===== src/common/buzzer_pkg.sv =====
package buzzer_pkg;

    localparam int num_records        = 8;
    localparam int code_bits          = 5;
    localparam int symbols_per_record = code_bits + 1; // five code bits, then one gap.
    localparam int repeat_w           = 4;

    typedef logic [code_bits-1:0]      record_t;
    typedef record_t [num_records-1:0] record_bank_t;
    typedef logic [2:0]                rec_idx_t;
    typedef logic [3:0]                count_t;       // 0 to 8 loaded records.
    typedef logic [repeat_w-1:0]       repeat_t;

    typedef enum logic [1:0] {
        normal   = 2'b00,
        slow     = 2'b01,
        fast     = 2'b10,
        fast_alt = 2'b11  // same timing as fast.
    } speed_t;

    typedef enum logic [1:0] {
        gap_symbol = 2'b00,
        short_tone = 2'b01,
        long_tone  = 2'b10
    } symbol_kind_t;

    typedef struct packed {
        logic     start;       // one-cycle pulse.
        logic     all_records;
        rec_idx_t first_rec;
        rec_idx_t last_rec;
    } play_cmd_t;

    typedef struct packed {
        logic         load;    // one-cycle pulse.
        symbol_kind_t kind;
    } tone_cmd_t;

    // periods per symbol, all entries even so the tone splits in half.
    function automatic repeat_t repeats_for(speed_t speed, symbol_kind_t kind);
        repeat_t short_rep;
        repeat_t long_rep;
        case (speed)
            normal: begin
                short_rep = 4'd6;
                long_rep  = 4'd4;
            end
            slow: begin
                short_rep = 4'd10;
                long_rep  = 4'd6;
            end
            default: begin // fast and fast_alt.
                short_rep = 4'd4;
                long_rep  = 4'd2;
            end
        endcase
        // the gap uses the short tone count.
        return (kind == long_tone) ? long_rep : short_rep;
    endfunction

endpackage


===== src/rtl/request_decode.sv =====
`timescale 1ns/1ps

module request_decode (
    input  logic                                clk,
    input  logic                                rst,
    input  logic                                en,
    input  logic                                confirm,
    input  logic [buzzer_pkg::num_records-1:0]  select,
    input  buzzer_pkg::count_t                  record_count,
    output buzzer_pkg::play_cmd_t               play_cmd
);

    import buzzer_pkg::*;

    logic     sel_hit;
    rec_idx_t sel_idx;
    logic     accept;
    rec_idx_t top_rec;

    // lowest select bit that points at a loaded record.
    always_comb begin
        sel_hit = 1'b0;
        sel_idx = '0;
        for (int i = num_records - 1; i >= 0; i--) begin
            if (select[i] && (i < int'(record_count))) begin
                sel_hit = 1'b1;
                sel_idx = rec_idx_t'(i);
            end
        end
    end

    assign accept  = en && (record_count != '0) && (confirm || sel_hit);
    assign top_rec = rec_idx_t'(record_count - 4'd1); // count of 8 maps to index 7.

    always_ff @(posedge clk or posedge rst) begin
        if (rst) begin
            play_cmd <= '0;
        end else begin
            play_cmd.start <= accept;
            if (accept) begin
                play_cmd.all_records <= confirm; // confirm wins over select.
                if (confirm) begin
                    play_cmd.first_rec <= '0;
                    play_cmd.last_rec  <= top_rec;
                end else begin
                    play_cmd.first_rec <= sel_idx;
                    play_cmd.last_rec  <= sel_idx;
                end
            end
        end
    end

    // requests arrive as single-cycle strobes, so commands never run back to back.
    start_single_cycle : assert property (
        @(posedge clk) disable iff (rst)
        play_cmd.start |=> !play_cmd.start
    );

endmodule


===== src/playback/playback_sequencer.sv =====
`timescale 1ns/1ps

module playback_sequencer (
    input  logic                       clk,
    input  logic                       rst,
    input  buzzer_pkg::play_cmd_t      play_cmd,
    input  buzzer_pkg::record_bank_t   records,
    input  logic                       symbol_done,
    output buzzer_pkg::tone_cmd_t      tone_cmd,
    output logic                       busy
);

    import buzzer_pkg::*;

    localparam logic [2:0] gap_pos = 3'(symbols_per_record - 1);

    rec_idx_t     rec_idx;
    rec_idx_t     last_rec;
    logic [2:0]   sym_pos;
    logic         load_q;
    symbol_kind_t kind_q;

    rec_idx_t     next_rec;
    logic [2:0]   next_pos;
    symbol_kind_t next_kind;
    record_t      next_code;
    logic         last_symbol;

    assign last_symbol = (sym_pos == gap_pos) && (rec_idx == last_rec);

    // position of the symbol to issue at the next load.
    always_comb begin
        if (play_cmd.start) begin
            next_rec = play_cmd.first_rec;
            next_pos = '0;
        end else if (sym_pos == gap_pos) begin
            next_rec = rec_idx + 3'd1;
            next_pos = '0;
        end else begin
            next_rec = rec_idx;
            next_pos = sym_pos + 3'd1;
        end
    end

    always_comb begin
        next_code = records[next_rec];
        if (next_pos == gap_pos) begin
            next_kind = gap_symbol;
        end else if (next_code[code_bits - 1 - int'(next_pos)]) begin // msb first.
            next_kind = long_tone;
        end else begin
            next_kind = short_tone;
        end
    end

    always_ff @(posedge clk or posedge rst) begin
        if (rst) begin
            busy     <= 1'b0;
            rec_idx  <= '0;
            sym_pos  <= '0;
            last_rec <= '0;
            load_q   <= 1'b0;
            kind_q   <= gap_symbol;
        end else begin
            load_q <= 1'b0;
            if (play_cmd.start) begin // a new request aborts whatever is playing.
                busy     <= 1'b1;
                rec_idx  <= next_rec;
                sym_pos  <= next_pos;
                last_rec <= play_cmd.all_records ? play_cmd.last_rec : play_cmd.first_rec;
                load_q   <= 1'b1;
                kind_q   <= next_kind;
            end else if (busy && symbol_done) begin
                if (last_symbol) begin
                    busy <= 1'b0;
                end else begin
                    rec_idx <= next_rec;
                    sym_pos <= next_pos;
                    load_q  <= 1'b1;
                    kind_q  <= next_kind;
                end
            end
        end
    end

    assign tone_cmd = '{load: load_q, kind: kind_q};

    // first_rec never exceeds last_rec, so stepping stops at the last record.
    rec_within_range : assert property (
        @(posedge clk) disable iff (rst)
        busy |-> (rec_idx <= last_rec)
    );

endmodule


===== src/playback/tone_generator.sv =====
`timescale 1ns/1ps

module tone_generator #(
    parameter int short_period = 6,
    parameter int long_period  = 10,
    parameter int gap_period   = 12
) (
    input  logic                   clk,
    input  logic                   rst,
    input  buzzer_pkg::tone_cmd_t  tone_cmd,
    input  logic                   abort,
    input  buzzer_pkg::speed_t     speed_mode,
    output logic                   buzzer,
    output logic                   symbol_done
);

    import buzzer_pkg::*;

    localparam int max_tone   = (short_period > long_period) ? short_period : long_period;
    localparam int max_period = (gap_period > max_tone) ? gap_period : max_tone;
    localparam int per_w      = $clog2(max_period + 1);

    logic [per_w-1:0] per_cnt;
    repeat_t          rep_cnt;
    logic             active;

    logic [per_w-1:0] period_q;
    repeat_t          repeats_q;
    symbol_kind_t     kind_q;

    logic             per_last;
    logic             rep_last;

    assign per_last    = (per_cnt == period_q - 1'b1);
    assign rep_last    = (rep_cnt == repeats_q - 1'b1);
    assign symbol_done = active && per_last && rep_last;

    // symbol parameters, latched at load.
    always_ff @(posedge clk) begin
        if (tone_cmd.load) begin
            kind_q    <= tone_cmd.kind;
            repeats_q <= repeats_for(speed_mode, tone_cmd.kind);
            case (tone_cmd.kind)
                short_tone: period_q <= per_w'(short_period);
                long_tone:  period_q <= per_w'(long_period);
                default:    period_q <= per_w'(gap_period);
            endcase
        end
    end

    always_ff @(posedge clk or posedge rst) begin
        if (rst) begin
            active  <= 1'b0;
            per_cnt <= '0;
            rep_cnt <= '0;
        end else if (abort) begin
            active  <= 1'b0;
            per_cnt <= '0;
            rep_cnt <= '0;
        end else if (tone_cmd.load) begin
            active  <= 1'b1;
            per_cnt <= '0;
            rep_cnt <= '0;
        end else if (active) begin
            if (per_last) begin
                per_cnt <= '0;
                if (rep_last) begin
                    rep_cnt <= '0;
                    active  <= 1'b0; // symbol finished.
                end else begin
                    rep_cnt <= rep_cnt + 1'b1;
                end
            end else begin
                per_cnt <= per_cnt + 1'b1;
            end
        end
    end

    // sound in the first half of the repeats, high for half of each period.
    always_ff @(posedge clk or posedge rst) begin
        if (rst) begin
            buzzer <= 1'b0;
        end else begin
            buzzer <= active && (kind_q != gap_symbol)
                      && (rep_cnt < (repeats_q >> 1))
                      && (per_cnt < (period_q >> 1));
        end
    end

    // a gap stays silent from its load to its end.
    gap_is_silent : assert property (
        @(posedge clk) disable iff (rst)
        (tone_cmd.load && (tone_cmd.kind == gap_symbol))
            |=> (!buzzer) until_with (symbol_done || abort)
    );

endmodule


===== src/rtl/code_buzzer.sv =====
`timescale 1ns/1ps

module code_buzzer #(
    parameter int short_period = 6,
    parameter int long_period  = 10,
    parameter int gap_period   = 12
) (
    input  logic                               clk,
    input  logic                               rst,
    input  logic                               en,
    input  logic                               confirm,
    input  logic [buzzer_pkg::num_records-1:0] select,
    input  buzzer_pkg::count_t                 record_count,
    input  buzzer_pkg::record_bank_t           records,
    input  buzzer_pkg::speed_t                 speed_mode,
    output logic                               buzzer,
    output logic                               busy
);

    import buzzer_pkg::*;

    play_cmd_t play_cmd;
    tone_cmd_t tone_cmd;
    logic      symbol_done;

    request_decode u_request_decode (
        .clk          (clk),
        .rst          (rst),
        .en           (en),
        .confirm      (confirm),
        .select       (select),
        .record_count (record_count),
        .play_cmd     (play_cmd)
    );

    playback_sequencer u_playback_sequencer (
        .clk         (clk),
        .rst         (rst),
        .play_cmd    (play_cmd),
        .records     (records),
        .symbol_done (symbol_done),
        .tone_cmd    (tone_cmd),
        .busy        (busy)
    );

    // the start pulse doubles as abort for the running symbol.
    tone_generator #(
        .short_period (short_period),
        .long_period  (long_period),
        .gap_period   (gap_period)
    ) u_tone_generator (
        .clk         (clk),
        .rst         (rst),
        .tone_cmd    (tone_cmd),
        .abort       (play_cmd.start),
        .speed_mode  (speed_mode),
        .buzzer      (buzzer),
        .symbol_done (symbol_done)
    );

endmodule


===== config.mk =====
export PLATFORM = sky130hd
export DESIGN_NAME = code_buzzer
export DESIGN_NICKNAME = d
export VERILOG_FILES = /design/src/common/buzzer_pkg.sv /design/src/rtl/request_decode.sv /design/src/playback/playback_sequencer.sv /design/src/playback/tone_generator.sv /design/src/rtl/code_buzzer.sv
export SDC_FILE = /design/constraint.sdc
export NUM_CORES = 1
export LEC_CHECK = 0
export BUFFER_PORTS_ARGS = -buffer_cell sky130_fd_sc_hd__buf_2
export CAP_MARGIN = 20
export CORE_UTILIZATION = 40
export CTS_CLUSTER_DIAMETER = 100
export CTS_CLUSTER_SIZE = 30
export DETAILED_ROUTE_END_ITERATION = 12
export PLACE_DENSITY = 0.59
export SLEW_MARGIN = 0
export SYNTH_ARGS = -nofsm -noshare
export SYNTH_HDL_FRONTEND = slang
export SYNTH_SLANG_ARGS = --single-unit
export TNS_END_PERCENT = 100

===== constraint.sdc =====
create_clock -name clk -period 4.1 [get_ports clk]
set_clock_uncertainty 0.2 [all_clocks]
set_input_delay 0 -clock clk [delete_from_list [all_inputs] [get_ports clk]]
set_output_delay 0 -clock clk [all_outputs]
set_load 0.02 [all_outputs]

## Word level (Yosys, flattened, before mapping)

Cells that the tools add are included.

- Bits in registers: 41
- Bits in read-only memories: 0
- Memory bits (writable): 0
- Memories: 0
- Input bits: 58
- Bits in latches: 0
- Output and inout bits: 2
- Logic and storage cells: 136

- Divide/modulo/power cells: 0
- Add/sub/neg operators: 8
- Reductions and logical operators: 28
- Multiplexer cells: 62
- Equal/unequal tests: 9
- Bitwise gates (word level): 0
- Magnitude comparators: 12
- Shift-type cells: 0
- Multipliers: 0

Operators by type and width:

| operator | count |
|---|---|
| 3-bit 2-to-1 mux | 19 |
| 4-bit 2-to-1 mux | 10 |
| 32-bit by 5-bit less-than comparator with 1-bit output, second input constant | 1 |
| 1-bit 2-to-1 mux | 21 |
| 1-bit logical AND | 17 |
| 3-bit by 4-bit less-than comparator with 1-bit output, first input constant | 4 |
| 4-bit one-hot mux with 2 select lines | 2 |
| 5-bit binary-select mux with 3-bit select | 1 |
| 2-bit 2-to-1 mux | 5 |
| 4-bit by 1-bit adder with 4-bit output, second input constant | 2 |
| 4-bit equality test | 2 |
| 1-bit by 4-bit less-than comparator with 1-bit output, first input constant | 2 |
| 2-bit by 4-bit less-than comparator with 1-bit output, first input constant | 2 |
| 4-bit by 3-bit less-than comparator with 1-bit output | 2 |
| 4-bit by 1-bit subtractor with 4-bit output, second input constant | 2 |
| 3-bit by 1-bit adder with 3-bit output, second input constant | 2 |
| 3-bit equality test, second input constant | 2 |
| 6-bit 2-to-1 mux | 1 |
| 3-bit one-hot mux with 2 select lines | 1 |
| 2-bit AND reduction | 3 |
| 2-bit nonzero test | 3 |
| 3-bit nonzero test | 2 |
| 5-bit 2-to-1 mux | 1 |
| 2-bit by 1-bit equality test with 1-bit output, second input constant | 2 |
| 10 further kinds | 10 |

## Longest topological paths before layout

- Word-level depth: 13
- Depth in mapped cells: 11
- Depth with buffers taken out: 10

## Modules after synthesis

A second synthesis with hierarchy kept.

- Cells, all modules: 314
- Area total of the unflattened synthesis: 2962.8 µm²

By module, submodules not included:

| module | cells an instance | sequential area each (µm²) | area each (µm²) | instances |
|---|---|---|---|---|
| playback_sequencer | 151 | 325.3 | 1300.0 | 1 |
| tone_generator | 102 | 490.5 | 1094.8 | 1 |
| request_decode | 61 | 200.2 | 568.0 | 1 |

## Worst setup path after synthesis

No wires, ideal clock.

- Path kind: register to register
- Start point: register, netlist name u_request_decode.play_cmd[7]
- End point: register u_playback_sequencer.kind_q[0]
- Library setup time: 0.124 ns
- Stages on the path, launching flop included: 11
- Data required time: 3.776 ns
- Arrival time: 2.577 ns
- Setup slack: 1.200 ns
- Buffers on the path: 2
- Clock period less this slack: 2.900 ns
- Path through: dfrtp_1 > buf_2 > buf_1 > nor2_1 > ha_1 > nor4bb_1 > mux2_2 > a31oi_1 > o311a_1 > nor4b_1 > a211o_1

- Elaborated cells on any way between the ends: 17
- Classes of those cells: 1 x add/sub; 2 x eq/ne; 12 x mux; 2 x reduce/logical

RTL lines:

| element | line | text |
|---|---|---|
| 3-bit 2-to-1 mux (*) | playback_sequencer.sv:33 | `if (play_cmd.start) begin` |
| net u_playback_sequencer.next_pos[0] | playback_sequencer.sv:24 | `logic [2:0] next_pos;` |
| 3-bit by 3-bit subtractor with 4-bit output | playback_sequencer.sv:49 | `end else if (next_code[code_bits - 1 - int'(next_pos)]) begin` |
| 1-bit binary-select mux with 3-bit select | playback_sequencer.sv:49 |  |
| 1-bit 2-to-1 mux (implied by the code) (2 in a row) | playback_sequencer.sv:49 |  |
| 2-bit 2-to-1 mux | playback_sequencer.sv:49 |  |
| 2-bit 2-to-1 mux (*) | playback_sequencer.sv:47 | `if (next_pos == gap_pos) begin` |
| 2-bit 2-to-1 mux | playback_sequencer.sv:74 | `if (last_symbol) begin` |
| 2-bit 2-to-1 mux | playback_sequencer.sv:73 | `end else if (busy && symbol_done) begin` |
| 2-bit 2-to-1 mux (*) | playback_sequencer.sv:66 | `if (play_cmd.start) begin` |
| end signal: assignment | playback_sequencer.sv:63 | `kind_q <= gap_symbol;` |
| end signal: assignment | playback_sequencer.sv:72 | `kind_q <= next_kind;` |
| end signal: assignment | playback_sequencer.sv:80 | `kind_q <= next_kind;` |
| end: declaration | playback_sequencer.sv:21 | `symbol_kind_t kind_q;` |

Mark *: on every way through the listed nets, which the timed path passes. The rest lies on a longest branch. The select of a mux whose other input is x is not followed.
A chain may end at the register's enable or synchronous reset.

## Worst setup path in the final report

- Start point: register u_playback_sequencer.sym_pos[0]
- End point: register u_playback_sequencer.kind_q[1]

- Longest elaborated chain between the ends: 13
- Elaborated cells on any way between the ends: 21
- Classes of those cells: 2 x add/sub; 3 x eq/ne; 14 x mux; 2 x reduce/logical

RTL lines:

| element | line | text |
|---|---|---|
| start: declaration | playback_sequencer.sv:19 | `logic [2:0] sym_pos;` |
| start signal: assignment | playback_sequencer.sv:69 | `sym_pos <= next_pos;` |
| start signal: assignment | playback_sequencer.sv:78 | `sym_pos <= next_pos;` |
| parallel branches: the longest is 13 deep, another holds 3-bit by 3-bit subtractor with 4-bit output | n/a |  |

Several ways; the timed one is not identified. The select of a mux whose other input is x is not followed.

==> reports/summary.txt <==
number of flops mapped to enable cells by yosys: 8
H-Tree Depth: 2
maximum net fanout on the critical path: 16
critical path, cell by cell: nor3b_1 > o21ai_0 > ha_1 > nor4bb_1 > mux2_2 > a31oi_1 > o311a_1 > nor4b_1 > a22oi_1
Avg Cell Area, Syn: 8.85 um2
share of synthesized area spent on multiplexers: 0.0775
number of maximum-capacitance violations: 0
commonest cells after routing, fill and taps aside: 59 x sky130_fd_sc_hd__buf_2, 31 x sky130_fd_sc_hd__dfrtp_1, 29 x sky130_fd_sc_hd__a21oi_1, 28 x sky130_fd_sc_hd__nand2_1, 27 x sky130_fd_sc_hd__nor2_1
simple logic cell fraction of the synthesized area: 0.214
cells taking the most area after synthesis: sky130_fd_sc_hd__dfrtp_1 25%, sky130_fd_sc_hd__edfxtp_1 7.6%, sky130_fd_sc_hd__ha_1 6.4%
Clock transition at path regs: 0.08 ns
first-pass GRT wire length: 13.0 mm
type of the setup path with the least slack: flip-flop to flip-flop
total power density per cell area: 300 nW/um2
floorplan die area: 8230 um2
total via count after detailed routing: 2847
post-synthesis share of cell area spent on full adders, half adders and majority gates: 0.0636
predominant post-synthesis flop cell: sky130_fd_sc_hd__dfrtp_1
final setup fails: 0
number of top-level design ports: 60
startpoint types: flip-flop
Die Y: 90.7 um
synthesized-area fraction occupied by ao, oa, aoi and oai cells: 0.218
clock tree buffer depth: 2
Post-layout nets: 495
cell family contributing the most delay on the critical path: simple AND/OR/NAND/NOR gates
ratio of final minimum period to clock period: 0.780
Buffers on Ports: 59
routed length per instance: 14.8 um
Post-CTS Setup Repair Bufs: 0
xor/xnor cell area share of the yosys netlist: 0.0509
overall overflow remaining after global route: 0
worst-skew pair later-pin latency: 0.29 ns
Placement Rows: 31
sequential fraction of the synthesis area: 0.323
combined area of all synthesized cells: 3150 um2
peak ir drop on the vdd network: 221 uV
initial antenna violation count: 0
share of flip-flops with an asynchronous set or reset: 0.795
library cells used by synthesis: 71
Yosys top cell area share: 0.246
fraction of layout cells with a size suffix above 1: 0.201
setup repair after global routing missed its margin: no
DP Worst Slack: 0.924 ns
number of iterations in the first detailed-routing pass: 4
final RePlAce weighted congestion: 0.912
number of buffers and inverters on the critical path: 0
category of the worst setup path capture point: flip-flop
Post-Synthesis Cells: 356
final critical-path setup slack: 0.904 ns
initial cell density of the core: 0.423
Clock Tree Root: sky130_fd_sc_hd__clkbuf_8
run status: completed
number of failing hold endpoints at the final stage: 0
Static Leak: 0.00170 uW
count of final max-slew check failures: 0
Worst Hold Class: input port to flip-flop
Slew HR: 0.556
vias in the first global route: 2828
antenna-violating nets left: 0
slowest stage cell, crit path: sky130_fd_sc_hd__dfrtp_1
peak per-stage delay on the critical path: 0.66 ns
sink count of the clock tree: 39
dominant combinational cell family by area after synthesis: compound AO/OA/AOI/OAI gates
number of diodes: 0
number of warning messages in the yosys log: 0
min-delay src: select[3]
clock tree from TritonCTS: done
total core area: 7450 um2
post-layout minimum cycle time: 3.20 ns
largest net degree at the start of global routing: 32
measured slew at the worst slew-check pin: 0.665 ns
data arrival at the endpoint of the critical path: 3.14 ns
leading cell type in the layout, fill and taps excluded: sky130_fd_sc_hd__buf_2
die width: 90.7 um
area growth from synthesis to final layout: 18.1%
number of DRC markers after the initial detailed-route iteration: 132
via density per instance: 5.46
reg-to-reg critical path startpoint: u_playback_sequencer.sym_pos[0]
Remaining DRCs: 0
maximum frequency from static timing analysis: 0.313 GHz
final core area utilization: 0.499
placed wire-length estimate after detailed placement: 6.05 mm
final wirelength: 7.73 mm
# fillers: 752
Critical Path Start: u_playback_sequencer.sym_pos[0]
Net Count, Synth: 430
library cell occupying the most area in the post-synthesis netlist: sky130_fd_sc_hd__dfrtp_1
overall track demand over capacity in global routing: 0.193
Yosys reg bits: 39
CTS Buf Count: 5
required time of the critical path: 4.04 ns
Setup Total Neg Slack: 0 ns
logic make-up (layout without fill, tap and decap cells):
family	count (synthesis)	count (layout)
DFF	39	39
and+or+nand+nor	121	121
buffers and inverters	40	106
AOI/OAI and AO/OA	103	103
adders and majority gates	16	16
muxes	22	22
xor gates and xnor gates	15	15
where the power goes:
part / internal (uW) / switching [uW] / total, uW / leakage [uW]
Combinational: 163 / 188 / 351 / 0.00119
Sequential: 450 / 59.6 / 510 / 0.000475
Clock: 119 / 136 / 255 / 0.0000412
timing repair:
action,in CTS,in global routing
resized for setup,0,0
endpoints found under the hold margin,40,0
hold buffers,12,0
Yosys cell counts, types with 2 or more instances:
master                       n
sky130_fd_sc_hd__edfxtp_1    8
sky130_fd_sc_hd__a21o_1      2
sky130_fd_sc_hd__nand2_1    28
sky130_fd_sc_hd__dfrtp_1    31
sky130_fd_sc_hd__o22ai_1     2
sky130_fd_sc_hd__a21boi_0    3
sky130_fd_sc_hd__a22oi_1     2
sky130_fd_sc_hd__a311oi_1    2
sky130_fd_sc_hd__nand3_1    14
sky130_fd_sc_hd__nor4b_1     3
sky130_fd_sc_hd__nand3b_1    3
sky130_fd_sc_hd__xor2_1      6
sky130_fd_sc_hd__a2111oi_0   2
sky130_fd_sc_hd__a21oi_1    29
sky130_fd_sc_hd__inv_1      24
sky130_fd_sc_hd__a221oi_1    4
sky130_fd_sc_hd__o21a_1      3
sky130_fd_sc_hd__nor2b_1     7
sky130_fd_sc_hd__clkbuf_1    8
sky130_fd_sc_hd__and2_1      3
sky130_fd_sc_hd__and3_1      4
sky130_fd_sc_hd__a211o_1     6
sky130_fd_sc_hd__nor2_1     27
sky130_fd_sc_hd__xnor2_1     7
sky130_fd_sc_hd__and4_1      2
sky130_fd_sc_hd__o211ai_1    2
sky130_fd_sc_hd__o21ai_0    25
sky130_fd_sc_hd__nor3b_1     4
sky130_fd_sc_hd__mux2_2      4
sky130_fd_sc_hd__nor3_1      6
sky130_fd_sc_hd__nor2_2      2
sky130_fd_sc_hd__a211oi_1    5
sky130_fd_sc_hd__buf_2       5
sky130_fd_sc_hd__nand2b_1    5
sky130_fd_sc_hd__a31oi_1     3
sky130_fd_sc_hd__ha_1       16
sky130_fd_sc_hd__mux2i_1    15
state kept, by name, indices dropped and copies added, names as in the netlist:
signal,flops
u_tone_generator.buzzer,1
u_playback_sequencer.sym_pos,3
u_tone_generator.per_cnt,4
u_playback_sequencer.kind_q,2
u_tone_generator.active,1
u_tone_generator.period_q,3
u_playback_sequencer.load_q,1
u_playback_sequencer.rec_idx,3
u_tone_generator.repeats_q,3
u_request_decode.play_cmd,8
u_playback_sequencer.busy,1
u_tone_generator.rep_cnt,4
u_playback_sequencer.last_rec,3
u_tone_generator.kind_q,2
worst register-to-register path: cells and delay by family, from the launching register on:
family                   cells  cell delay [ns]
AND/OR/NAND/NOR              3             0.77
multiplexers                 1             0.29
flip-flops                   1             0.66
adder cells (fa/ha/maj)      1             0.43
AO/OA/AOI/OAI                4             0.70
final timing paths:
| path | depth (start not counted) | slack (ns) | endpoint |
|---|---|---|---|
| worst min register to register | 0 | 0.29 | u_tone_generator.kind_q[0] |
| min in group asynchronous | 4 | 0.14 | u_playback_sequencer.busy |
| worst max register to register | 9 | 0.90 | u_playback_sequencer.kind_q[1] |
| max in group asynchronous | 4 | 3.26 | u_playback_sequencer.last_rec[0] |
| worst max-delay path | 9 | 0.90 | u_playback_sequencer.kind_q[1] |
| worst min-delay path | 5 | 0.04 | u_request_decode.play_cmd[3] |
metrics by stage:
step	cell area [um2]	hold slack (ns)	total power, uW	instances
global route	3720	0.0613	1200	521
detailed placement	3510	-0.0798	860	501
CTS	3720	0.0136	1130	521
floorplan	3150	-0.0965	750	356
finish	3720	0.0370	1120	521
global placement	3510	-0.0898	849	501
layout make-up:
class	instances	area (um2)	share of cell area
multi-input cells	277	1970	0.529
flip-flops and latches	39	1020	0.273
repair buffers	74	438	0.118
well taps	99	124	0.0333
inverters	24	90.1	0.0242
clock buffers	6	72.6	0.0195
clock inverters	2	12.5	0.00336
layer usage:
layer  GRT usage  wire (um)
met3      0.0345        295
met1       0.242       3530
met5           0          0
met4      0.0457         70
met2       0.340       3840
No activity file was read; power rests on OpenSTA's default activity.
